<file path="config.mk">
export PLATFORM = sky130hd
export DESIGN_NAME = fp_result_monitor
export DESIGN_NICKNAME = d
export VERILOG_FILES = /design/src/verilog/fp_check_pkg.sv /design/src/verilog/fp_classify.sv /design/src/verilog/fp_exception_rules.sv /design/src/verilog/fp_result_monitor.sv /design/src/verilog/fp_rounding_rules.sv
export VERILOG_INCLUDE_DIRS = /design/src /design/src/verilog
export SDC_FILE = /design/constraint.sdc
export NUM_CORES = 1
export LEC_CHECK = 0
export ABC_CLOCK_PERIOD_IN_PS = 3700
export BUFFER_PORTS_ARGS = -buffer_cell sky130_fd_sc_hd__buf_2
export CAP_MARGIN = 20
export CORE_MARGIN = 1
export CORE_UTILIZATION = 30
export CTS_CLUSTER_DIAMETER = 30
export DETAILED_ROUTE_END_ITERATION = 8
export SYNTH_ARGS = -nofsm -noshare
export SYNTH_HDL_FRONTEND = slang
export SYNTH_SLANG_ARGS = --single-unit
</file>
<file path="constraint.sdc">
create_clock -name clk -period 3.7 [get_ports clk]
set_input_delay 0 -clock clk [delete_from_list [all_inputs] [get_ports clk]]
set_output_delay 0 -clock clk [all_outputs]
set_load 0.02 [all_outputs]
</file>
<file path="src/verilog/fp_check_macros.svh">
`ifndef FP_CHECK_MACROS_SVH
`define FP_CHECK_MACROS_SVH

// single-precision word layout
`define FP_WIDTH        32
`define FP_EXP_WIDTH    8
`define FP_FRAC_WIDTH   23

// sign sits on the top bit, exponent directly below it
`define FP_SIGN_POS     31

// all-ones exponent marks inf and NaN
`define FP_EXP_MAX      8'hff

// largest finite magnitude, sign bit excluded
`define FP_MAG_MAX      31'h7f7fffff

// overflow encodings allowed by the rounding modes
`define FP_POS_MAX      32'h7f7fffff
`define FP_NEG_MAX      32'hff7fffff
`define FP_POS_INF      32'h7f800000
`define FP_NEG_INF      32'hff800000

// rule vector and violation counter sizes
`define RULE_COUNT      13
`define VCOUNT_WIDTH    16

`endif

</file>
<file path="src/verilog/fp_check_pkg.sv">
`include "fp_check_macros.svh"

package fp_check_pkg;

    // raw fields of a single-precision value
    typedef logic [`FP_WIDTH-1:0]      fp32_t;
    typedef logic [`FP_EXP_WIDTH-1:0]  fp_exp_t;
    typedef logic [`FP_FRAC_WIDTH-1:0] fp_frac_t;

    // class vector, one bit per property of a value
    localparam int CLS_SIGN    = 0;
    localparam int CLS_ZERO    = 1;
    localparam int CLS_NORMAL  = 2;
    localparam int CLS_SUBNORM = 3;
    localparam int CLS_INF     = 4;
    localparam int CLS_QNAN    = 5;
    localparam int CLS_SNAN    = 6;
    localparam int CLS_FINITE  = 7;
    localparam int CLS_CLAMPED = 8;
    localparam int CLS_EBMIN   = 9;
    typedef logic [CLS_EBMIN:0] fp_class_t;

    // exception flags, same order as the RISC-V fflags field
    localparam int FLG_NX = 0;
    localparam int FLG_UF = 1;
    localparam int FLG_OF = 2;
    localparam int FLG_DZ = 3;
    localparam int FLG_NV = 4;
    typedef logic [FLG_NV:0] fp_flags_t;

    // one-hot rounding mode
    localparam int RM_RNE = 0;
    localparam int RM_RNA = 1;
    localparam int RM_RTP = 2;
    localparam int RM_RTN = 3;
    localparam int RM_RTZ = 4;
    typedef logic [RM_RTZ:0] rm_t;

    // violation vector, a set bit means the rule is broken
    localparam int R_NAN_PROP  = 0;
    localparam int R_NAN_QUIET = 1;
    localparam int R_SNAN_NV   = 2;
    localparam int R_DZ_INF    = 3;
    localparam int R_NV_QNAN   = 4;
    localparam int R_OF_NX     = 5;
    localparam int R_UF_NX     = 6;
    localparam int R_UF_CLASS  = 7;
    localparam int R_EXACT_INF = 8;
    localparam int R_EXACT_SUB = 9;
    localparam int R_OF_VALUE  = 10;
    localparam int R_DIRECTION = 11;
    localparam int R_RM_ONEHOT = 12;
    typedef logic [`RULE_COUNT-1:0] rule_vec_t;

    typedef logic [`VCOUNT_WIDTH-1:0] vcount_t;

endpackage

</file>
<file path="src/verilog/fp_classify.sv">
`timescale 1ns/1ps
`include "fp_check_macros.svh"

module fp_classify
    import fp_check_pkg::*;
(
    input  fp32_t     i_value,
    output fp_class_t o_class
);

    logic     sign;
    fp_exp_t  exp_field;
    fp_frac_t frac;
    logic     exp_zero;
    logic     frac_zero;
    logic     special;
    logic     is_nan;

    // field split
    assign sign      = i_value[`FP_SIGN_POS];
    assign exp_field = i_value[`FP_SIGN_POS-1 -: `FP_EXP_WIDTH];
    assign frac      = i_value[`FP_FRAC_WIDTH-1:0];

    assign exp_zero  = (exp_field == '0);
    assign frac_zero = (frac == '0);

    // all-ones exponent covers both inf and NaN
    assign special = (exp_field == `FP_EXP_MAX);
    assign is_nan  = special && !frac_zero;

    assign o_class[CLS_SIGN] = sign;
    assign o_class[CLS_ZERO] = (i_value[`FP_SIGN_POS-1:0] == '0);

    assign o_class[CLS_NORMAL]  = !exp_zero && !special;
    assign o_class[CLS_SUBNORM] = exp_zero && !frac_zero;
    assign o_class[CLS_INF]     = special && frac_zero;

    // quiet bit is the fraction MSB
    assign o_class[CLS_QNAN] = is_nan && frac[`FP_FRAC_WIDTH-1];
    assign o_class[CLS_SNAN] = is_nan && !frac[`FP_FRAC_WIDTH-1];

    assign o_class[CLS_FINITE] = o_class[CLS_NORMAL] || o_class[CLS_SUBNORM];

    // magnitude at the largest finite value
    assign o_class[CLS_CLAMPED] = (i_value[`FP_SIGN_POS-1:0] == `FP_MAG_MAX);

    // smallest normal, exponent one with empty fraction
    assign o_class[CLS_EBMIN] = (exp_field == fp_exp_t'(1)) && frac_zero;

endmodule

</file>
<file path="src/verilog/fp_exception_rules.sv">
`timescale 1ns/1ps

module fp_exception_rules
    import fp_check_pkg::*;
(
    input  fp_class_t              i_a_class,
    input  fp_class_t              i_b_class,
    input  fp_class_t              i_c_class,
    input  fp_class_t              i_res_class,
    input  fp_flags_t              i_flags,
    output logic [R_EXACT_SUB:0]   o_viol
);

    logic a_nan;
    logic b_nan;
    logic c_nan;
    logic any_nan;
    logic any_snan;
    logic res_nan;

    logic flg_nv;
    logic flg_dz;
    logic flg_of;
    logic flg_uf;
    logic flg_nx;

    // operand NaN terms
    assign a_nan = i_a_class[CLS_QNAN] || i_a_class[CLS_SNAN];
    assign b_nan = i_b_class[CLS_QNAN] || i_b_class[CLS_SNAN];
    assign c_nan = i_c_class[CLS_QNAN] || i_c_class[CLS_SNAN];

    assign any_nan  = a_nan || b_nan || c_nan;
    assign any_snan = i_a_class[CLS_SNAN] || i_b_class[CLS_SNAN] || i_c_class[CLS_SNAN];

    assign res_nan = i_res_class[CLS_QNAN] || i_res_class[CLS_SNAN];

    assign flg_nv = i_flags[FLG_NV];
    assign flg_dz = i_flags[FLG_DZ];
    assign flg_of = i_flags[FLG_OF];
    assign flg_uf = i_flags[FLG_UF];
    assign flg_nx = i_flags[FLG_NX];

    // a NaN operand must come out as a NaN
    assign o_viol[R_NAN_PROP] = any_nan && !res_nan;

    // NaN operands raise nothing but NV
    assign o_viol[R_NAN_QUIET] = any_nan && (flg_dz || flg_of || flg_uf || flg_nx);

    // signalling NaN always raises invalid
    assign o_viol[R_SNAN_NV] = any_snan && !flg_nv;

    // divide by zero yields an infinity
    assign o_viol[R_DZ_INF] = flg_dz && !i_res_class[CLS_INF];

    // invalid yields the default quiet NaN
    assign o_viol[R_NV_QNAN] = flg_nv && !i_res_class[CLS_QNAN];

    // overflow and underflow are always inexact
    assign o_viol[R_OF_NX] = flg_of && !flg_nx;
    assign o_viol[R_UF_NX] = flg_uf && !flg_nx;

    // an underflowed result is tiny: subnormal, zero or the smallest normal
    assign o_viol[R_UF_CLASS] = flg_uf && !(i_res_class[CLS_SUBNORM] ||
                                            i_res_class[CLS_ZERO] ||
                                            i_res_class[CLS_EBMIN]);

    // infinity without overflow came from an exact operand
    assign o_viol[R_EXACT_INF] = i_res_class[CLS_INF] && !flg_of && flg_nx;

    // subnormal without underflow is exact
    assign o_viol[R_EXACT_SUB] = i_res_class[CLS_SUBNORM] && !flg_uf && flg_nx;

endmodule

</file>
<file path="src/verilog/fp_result_monitor.sv">
`timescale 1ns/1ps

module fp_result_monitor
    import fp_check_pkg::*;
(
    input  logic      clk,
    input  logic      i_rst,
    input  logic      i_valid,
    input  fp32_t     i_a,
    input  fp32_t     i_b,
    input  fp32_t     i_c,
    input  rm_t       i_rm,
    input  fp32_t     i_result,
    input  fp_flags_t i_flags,
    output logic      o_valid,
    output rule_vec_t o_rule_viol,
    output vcount_t   o_viol_count
);

    // stage 1 transaction registers
    logic      s1_valid;
    fp32_t     s1_a;
    fp32_t     s1_b;
    fp32_t     s1_c;
    rm_t       s1_rm;
    fp32_t     s1_result;
    fp_flags_t s1_flags;

    fp_class_t a_class;
    fp_class_t b_class;
    fp_class_t c_class;
    fp_class_t res_class;

    logic [R_EXACT_SUB:0]          exc_viol;
    logic [R_RM_ONEHOT:R_OF_VALUE] rnd_viol;
    rule_vec_t                     rule_vec;

    always_ff @(posedge clk) begin
        if (i_rst) begin
            s1_valid <= 1'b0;
        end else begin
            s1_valid <= i_valid;
        end
    end

    // payload only loads on an accepted transaction
    always_ff @(posedge clk) begin
        if (i_valid) begin
            s1_a      <= i_a;
            s1_b      <= i_b;
            s1_c      <= i_c;
            s1_rm     <= i_rm;
            s1_result <= i_result;
            s1_flags  <= i_flags;
        end
    end

    fp_classify u_cls_a (
        .i_value (s1_a),
        .o_class (a_class)
    );

    fp_classify u_cls_b (
        .i_value (s1_b),
        .o_class (b_class)
    );

    fp_classify u_cls_c (
        .i_value (s1_c),
        .o_class (c_class)
    );

    fp_classify u_cls_res (
        .i_value (s1_result),
        .o_class (res_class)
    );

    fp_exception_rules u_exception_rules (
        .i_a_class   (a_class),
        .i_b_class   (b_class),
        .i_c_class   (c_class),
        .i_res_class (res_class),
        .i_flags     (s1_flags),
        .o_viol      (exc_viol)
    );

    fp_rounding_rules u_rounding_rules (
        .i_rm        (s1_rm),
        .i_result    (s1_result),
        .i_res_class (res_class),
        .i_flags     (s1_flags),
        .o_viol      (rnd_viol)
    );

    // rounding rules occupy the top bits of the vector
    assign rule_vec = {rnd_viol, exc_viol};

    // stage 2, the rule vector holds until the next output transaction
    always_ff @(posedge clk) begin
        if (i_rst) begin
            o_valid     <= 1'b0;
            o_rule_viol <= '0;
        end else begin
            o_valid <= s1_valid;
            if (s1_valid) begin
                o_rule_viol <= rule_vec;
            end
        end
    end

    // count failing results, new value shows up together with o_valid
    always_ff @(posedge clk) begin
        if (i_rst) begin
            o_viol_count <= '0;
        end else if (s1_valid && (rule_vec != '0)) begin
            // hold at the top instead of wrapping
            if (o_viol_count != '1) begin
                o_viol_count <= o_viol_count + vcount_t'(1);
            end
        end
    end

endmodule

</file>
<file path="src/verilog/fp_rounding_rules.sv">
`timescale 1ns/1ps
`include "fp_check_macros.svh"

module fp_rounding_rules
    import fp_check_pkg::*;
(
    input  rm_t                              i_rm,
    input  fp32_t                            i_result,
    input  fp_class_t                        i_res_class,
    input  fp_flags_t                        i_flags,
    output logic [R_RM_ONEHOT:R_OF_VALUE]    o_viol
);

    rm_t  rm_dec;
    rm_t  rm_low;
    logic rm_onehot;
    logic of_value_ok;
    logic toward_sign;
    logic dir_ok;
    logic at_edge;

    // priority decode from bit 0 upward, nothing set falls through to RTZ
    always_comb begin
        rm_dec = '0;
        if (i_rm[RM_RNE]) begin
            rm_dec[RM_RNE] = 1'b1;
        end else if (i_rm[RM_RNA]) begin
            rm_dec[RM_RNA] = 1'b1;
        end else if (i_rm[RM_RTP]) begin
            rm_dec[RM_RTP] = 1'b1;
        end else if (i_rm[RM_RTN]) begin
            rm_dec[RM_RTN] = 1'b1;
        end else begin
            rm_dec[RM_RTZ] = 1'b1;
        end
    end

    // clearing the lowest set bit leaves zero only for a single bit
    assign rm_low    = i_rm & (i_rm - rm_t'(1));
    assign rm_onehot = (i_rm != '0) && (rm_low == '0);

    // overflow value allowed by each mode
    always_comb begin
        if (rm_dec[RM_RNE] || rm_dec[RM_RNA]) begin
            of_value_ok = i_res_class[CLS_INF];
        end else if (rm_dec[RM_RTP]) begin
            of_value_ok = (i_result == `FP_POS_INF) || (i_result == `FP_NEG_MAX);
        end else if (rm_dec[RM_RTN]) begin
            of_value_ok = (i_result == `FP_POS_MAX) || (i_result == `FP_NEG_INF);
        end else begin
            of_value_ok = (i_result == `FP_POS_MAX) || (i_result == `FP_NEG_MAX);
        end
    end

    // directed modes only round away from zero toward their own infinity
    assign toward_sign = i_res_class[CLS_SIGN] ? rm_dec[RM_RTN] : rm_dec[RM_RTP];
    assign dir_ok      = rm_dec[RM_RNE] || rm_dec[RM_RNA] || toward_sign;

    // result sits on an edge reachable only by rounding outward
    assign at_edge = (i_flags[FLG_UF] && i_res_class[CLS_EBMIN]) ||
                     (i_flags[FLG_OF] && i_res_class[CLS_INF]);

    assign o_viol[R_OF_VALUE]  = i_flags[FLG_OF] && !of_value_ok;
    assign o_viol[R_DIRECTION] = at_edge && !dir_ok;
    assign o_viol[R_RM_ONEHOT] = !rm_onehot;

endmodule
</file>
# ---- Yosys cells after proc, flatten, opt, wreduce, memory -nomap -nowiden
# Cells that the tools add are included.
dict set report totals {
  register_bits 166
  inputBits 141
  output_inout_bits 30
  word_cells 115
}
dict set report op_classes {
  n_addsub 2
  eq_ne 10
  muxes 11
  n_bitwise 1
  reduce_logical 81
}
# cell count
set ops {}
lappend ops {{23-bit zero test} 4}
lappend ops {{32-bit by 31-bit equality test with 1-bit output, second input constant} 2}
lappend ops {{32-bit equality test, second input constant} 2}
lappend ops {{1-bit logical AND} 33}
lappend ops {{8-bit equality test, second input constant} 4}
lappend ops {{31-bit zero test} 1}
lappend ops {{1-bit zero test} 19}
lappend ops {{1-bit logical OR} 19}
lappend ops {{16-bit by 1-bit adder with 16-bit output, second input constant} 1}
lappend ops {{16-bit != test, second input constant} 1}
lappend ops {{13-bit nonzero test} 1}
lappend ops {{1-bit 2-to-1 mux} 9}
lappend ops {{8-bit by 1-bit equality test with 1-bit output, second input constant} 1}
lappend ops {{8-bit zero test} 1}
lappend ops {{5-bit AND} 1}
lappend ops {{5-bit zero test} 1}
lappend ops {{5-bit nonzero test} 1}
lappend ops {{5-bit by 1-bit subtractor with 5-bit output, second input constant} 1}
lappend ops {{3-bit 2-to-1 mux} 1}
lappend ops {{2-bit 2-to-1 mux} 1}
lappend ops {{2-bit AND reduction} 1}

# ---- Longest topological paths before layout
dict set report depth {
  word_depth 12
  depth_mapped 10
  ltp_nobuf 8
}

# ---- By module
# Synthesis repeated with hierarchy kept, for this count alone.
dict set report unflattened {
  hier_cells 499
  area_unflattened_um2 6901.6
}
# module instances cells_each area_each_um2 seq_area_each_um2
set modules_own_cells {}
lappend modules_own_cells {fp_result_monitor 1 294 5581.6 4764.6}
lappend modules_own_cells {fp_classify 4 38 247.7 0.0}
lappend modules_own_cells {fp_rounding_rules 1 38 236.5 0.0}
lappend modules_own_cells {fp_exception_rules 1 15 92.6 0.0}

# ---- Worst setup path after synthesis
# OpenSTA, ideal clock, no wires.
dict set report synth_path {
  kind {register to register}
  start {reg s1_result[5]}
  end {reg o_viol_count[0]}
  setup_time_ps 121
  t_arrival_ps 2605
  required_time_ps 3579
  setup_slack_ps 974
  stages_incl_launch_ff 9
  n_path_buf 0
  period_less_slack_ps 2726
  path_cell_list {edfxtp_1 -> or4_4 -> nor2_4 -> nand4_2 -> a2111o_1 -> a2111oi_4 -> a21oi_2 -> and2_1 -> mux2_4}
}
dict set report synth_via {
  elab_chain_cells 10
  elab_cells_between_ends 43
  cone_classes {eq/ne: 4; mux: 3; reduce/logical: 36}
}
# item line_no
set synth_rtl {}
lappend synth_rtl {{from (decl)} fp_result_monitor.sv:26} ;# fp32_t s1_result;
lappend synth_rtl {{from (signal assigned)} fp_result_monitor.sv:53} ;# s1_result <= i_result;
lappend synth_rtl {{32-bit by 31-bit equality test with 1-bit output (no line) (tied with other cells)} -}
lappend synth_rtl {{1-bit logical OR (tied with other cells)} fp_rounding_rules.sv:51} ;# of_value_ok = (i_result == `FP_POS_MAX) || (i_result == `FP_NEG_MAX);
lappend synth_rtl {{1-bit 2-to-1 mux (tied with other cells)} fp_rounding_rules.sv:48} ;# end else if (rm_dec[RM_RTN]) begin
lappend synth_rtl {{1-bit 2-to-1 mux (tied with other cells)} fp_rounding_rules.sv:46} ;# end else if (rm_dec[RM_RTP]) begin
lappend synth_rtl {{1-bit 2-to-1 mux (tied with other cells)} fp_rounding_rules.sv:44} ;# if (rm_dec[RM_RNE] || rm_dec[RM_RNA]) begin
lappend synth_rtl {{1-bit zero test, on equally long branches} {fp_rounding_rules.sv:63, fp_exception_rules.sv:44, fp_exception_rules.sv:63}}
lappend synth_rtl {{1-bit logical AND, on equally long branches} {fp_rounding_rules.sv:63, fp_exception_rules.sv:44, fp_exception_rules.sv:63}}
lappend synth_rtl {{13-bit nonzero test (*)} fp_result_monitor.sv:115} ;# end else if (s1_valid && (rule_vec != '0)) begin
lappend synth_rtl {{1-bit logical AND (*)} fp_result_monitor.sv:115}
lappend synth_rtl {{2-bit AND reduction (no line) (*)} -}
lappend synth_rtl {{to (signal assigned)} fp_result_monitor.sv:118} ;# o_viol_count <= o_viol_count + vcount_t'(1);
lappend synth_rtl {{to (decl)} fp_result_monitor.sv:17} ;# output vcount_t o_viol_count
# Every way passes the cells marked *; elsewhere a longest branch is shown, timed or not.
# A chain may end at the register's enable or synchronous reset.

# ---- Final worst setup path
dict set report layout_path {
  start {reg s1_result[5]}
  end {reg o_viol_count[8]}
}
# Same word-level chain as after synthesis.

==> impl_metrics.py <==
metrics = {
    "run_status": {
        "outcome": "finished clean",
    },
    "pwr": {
        "cellLeakagePower_nw": 3.52,
        "ir_worst_vdd_v": 0.000270,
        "power.density_mw_per_mm2": 456,
    },
    "die": {
        "rows": 52,
        "io_pins": 171,
        "fp.dieH_um": 145,
        "coreArea_mm2": 0.0202,
        "initial_core_util": 0.305,
        "die_x_um": 145,
        "dieArea_mm2": 0.0211,
    },
    "global_route": {
        "grt_pass1_vias": 4696,
        "overflow": 0,
        "antenna_found_initial": 3,
        "grt_use_total": 0.144,
        "grt_pass1_wl_um": 23300,
        "grt_max_degree": 75,
    },
    "timing": {
        "relSlewSlack": 0.396,
        "period_share": 0.840,
        "tns_ps": 0,
        "setup_viol": 0,
        "hold_violations": 0,
        "max_freq_ghz": 0.322,
        "rsz0062_at_grt": "no",
        "period_needed_ps": 3110,
        "tightest_slew_ps": 905,
        "drv_slew": 0,
        "skew_ps": 9.17,
    },
    "cells_and_area": {
        "fin_nets": 855,
        "drive_above_1_share": 0.294,
        "layout_commonest_cell": "buf_2",
        "syn2layout_area_growth_pct": 50.2,
        "final_cell_mix": "166 x buf_2, 135 x dlygate4sd3_1, 135 x edfxtp_1",
        "fill_cells": 1831,
        "fin_cells": 998,
    },
    "synthesis": {
        "seq_area_frac_synth": 0.760,
        "ys.flop_type": "edfxtp_1",
        "netlist_area_mm2": 0.00615,
        "synth_seq_cells": 166,
        "synth_area_per_cell_um2": 15.5,
        "postSynth.asyncResetShare": 0,
        "synth_fp_nets": 539,
        "ys.warnings.count": 0,
        "synth_edf_count": 135,
        "synth_cells": 397,
        "synth.distinct_cells": 56,
    },
    "flow_run": {
        "drv_cap": 0,
    },
    "placement": {
        "post-dp-hpwl_um": 9550,
        "dp.cells": 829,
        "place_congestion": 0.785,
        "port_buffers": 167,
    },
    "drt": {
        "detail-route-antenna-nets": 0,
        "highest_layer": "met4",
        "drt-initial-drc-count": 108,
        "wl_per_cell_um": 14.6,
        "via_count": 4502,
        "via_per_inst": 4.51,
        "met1_length_um": 6190,
        "drc": 0,
        "wl_met3_um": 712,
        "met2WireLength_um": 7420,
        "routed_wl_um": 14600,
        "first_pass_iters": 6,
    },
    "hold_path": {
        "min-delay-start": "i_rst",
        "hold_depth": 2,
        "min_path_type": "primary input to register",
        "hold_end": "o_viol_count[14]",
    },
    "setup_path": {
        "timing.rr.end": "o_viol_count[8]",
        "r2r_start": "s1_result[5]",
        "arrival_ps": 3470,
        "path_class": "register to register",
        "cp_max_fo": 10,
        "start_kind": "register",
        "cp.required_ps": 4060,
        "reg2regPathDepth": 9,
        "r2r_setup_slack_ps": 590,
        "cp-startpoint": "s1_result[5]",
        "endpoint_kind": "register",
    },
    "cts": {
        "root_buffer": "clkbuf_16",
        "path_clk_slew_ps": 60,
        "htreeDepth": 4,
        "postCtsSetupRepairBufs": 0,
        "cts_resized": 0,
        "cts_buffers": 17,
        "cts.path.max_buffers": 2,
        "insertion_delay_ps": 420,
        "holdBufCountCts": 135,
        "clock_sinks": 166,
        "cts_tree": "built",
    },
}
==> cells by family (layout without fill, tap and decap cells) <==
kind of cell               Yosys count  after routing  synth area share
buffers and inverters               23            351            0.0155
AOI/OAI and AO/OA                   53             53            0.0675
xor gates and xnor gates             4              4           0.00570
adders and majority gates            1              1           0.00203
muxes                               10             10            0.0181
DFF                                166            166             0.760
other                                0              3                 0
and+or+nand+nor                    140            140             0.131
==> how the worst max path moves through the flow <==
stage                      end  slack [ps]  depth (start not counted)
2_1_floorplan  o_viol_count[0]         970                          8
3_3_place_gp   o_viol_count[8]         640                          9
3_5_place_dp   o_viol_count[8]         600                          9
4_1_cts        o_viol_count[8]         580                          9
5_1_grt        o_viol_count[8]         380                          9
6_report       o_viol_count[8]         590                          9
==> cells in the mapped netlist, drive strengths merged, types with 3 or more instances <==
cell / count / area (um2)
nand2b: 11 / 68.8
o21ai: 5 / 25.0
mux2: 6 / 71.3
edfxtp: 135 / 4050
and4: 4 / 35.0
a31o: 3 / 26.3
nor4: 22 / 138
clkbuf: 6 / 22.5
a21oi: 18 / 101
nand2: 8 / 30.0
nand3: 15 / 75.1
nor2: 26 / 105
xnor2: 3 / 26.3
nand4: 20 / 131
dfxtp: 31 / 621
or4: 4 / 37.5
o211ai: 4 / 30.0
nor3: 8 / 40.0
mux2i: 4 / 40.0
buf: 4 / 23.8
inv: 13 / 48.8
a2111oi: 5 / 68.8
and3: 5 / 31.3
nor2b: 9 / 56.3
==> sequential cells by signal, indices dropped and copies added (netlist names) <==
| register | flops |
|---|---|
| s1_flags | 5 |
| s1_a | 31 |
| s1_rm | 5 |
| o_valid | 1 |
| s1_result | 32 |
| s1_valid | 1 |
| s1_b | 31 |
| o_viol_count | 16 |
| o_rule_viol | 13 |
| s1_c | 31 |
==> per-stage QoR <==
step                instance area (um2)  hold WS, ps  power [mW]  utilization  worst slack (ps)
finish                             9240          130        4.22        0.458               590
global route                       9240          141        4.38        0.458               378
CTS                                9230          119        4.25        0.458               577
detailed placement                 7320          178        2.44        0.363               600
global placement                   7320          177        2.43        0.363               644
floorplan                          6150         98.9        2.30            -               974
==> metal layers <==
layer,up-vias,GRT usage
met5,-,0
met4,0,0.0579
met3,18,0.0399
met2,133,0.256
met1,2142,0.161
li1,2209,-
==> layout make-up <==
class                   instances  area, um2  area share
clock inverters                10        124      0.0134
clock buffers                  21        440      0.0477
well taps                     270        338      0.0366
inverters                      13       48.8     0.00528
repair buffers                307       2230       0.241
flip-flops and latches        166       4670       0.506
multi-input cells             208       1380       0.149
diodes                          3       7.51    0.000812
==> where the power goes <==
part / total [mW] / internal (mW) / switching (mW)
clock: 1.70 / 0.997 / 0.705
combinational: 0.300 / 0.179 / 0.121
sequential: 2.22 / 2.16 / 0.0555
==> critical path, stage by stage, from the launching register on <==
cell	delay, ps
edfxtp_1	390
or4_4	560
nor2_4	180
nand4_2	160
a2111o_1	490
a2111oi_4	420
a21oi_2	240
buf_4	220
a311oi_1	260
a41o_1	120
Note: power is estimated with default switching activity, not from simulation.
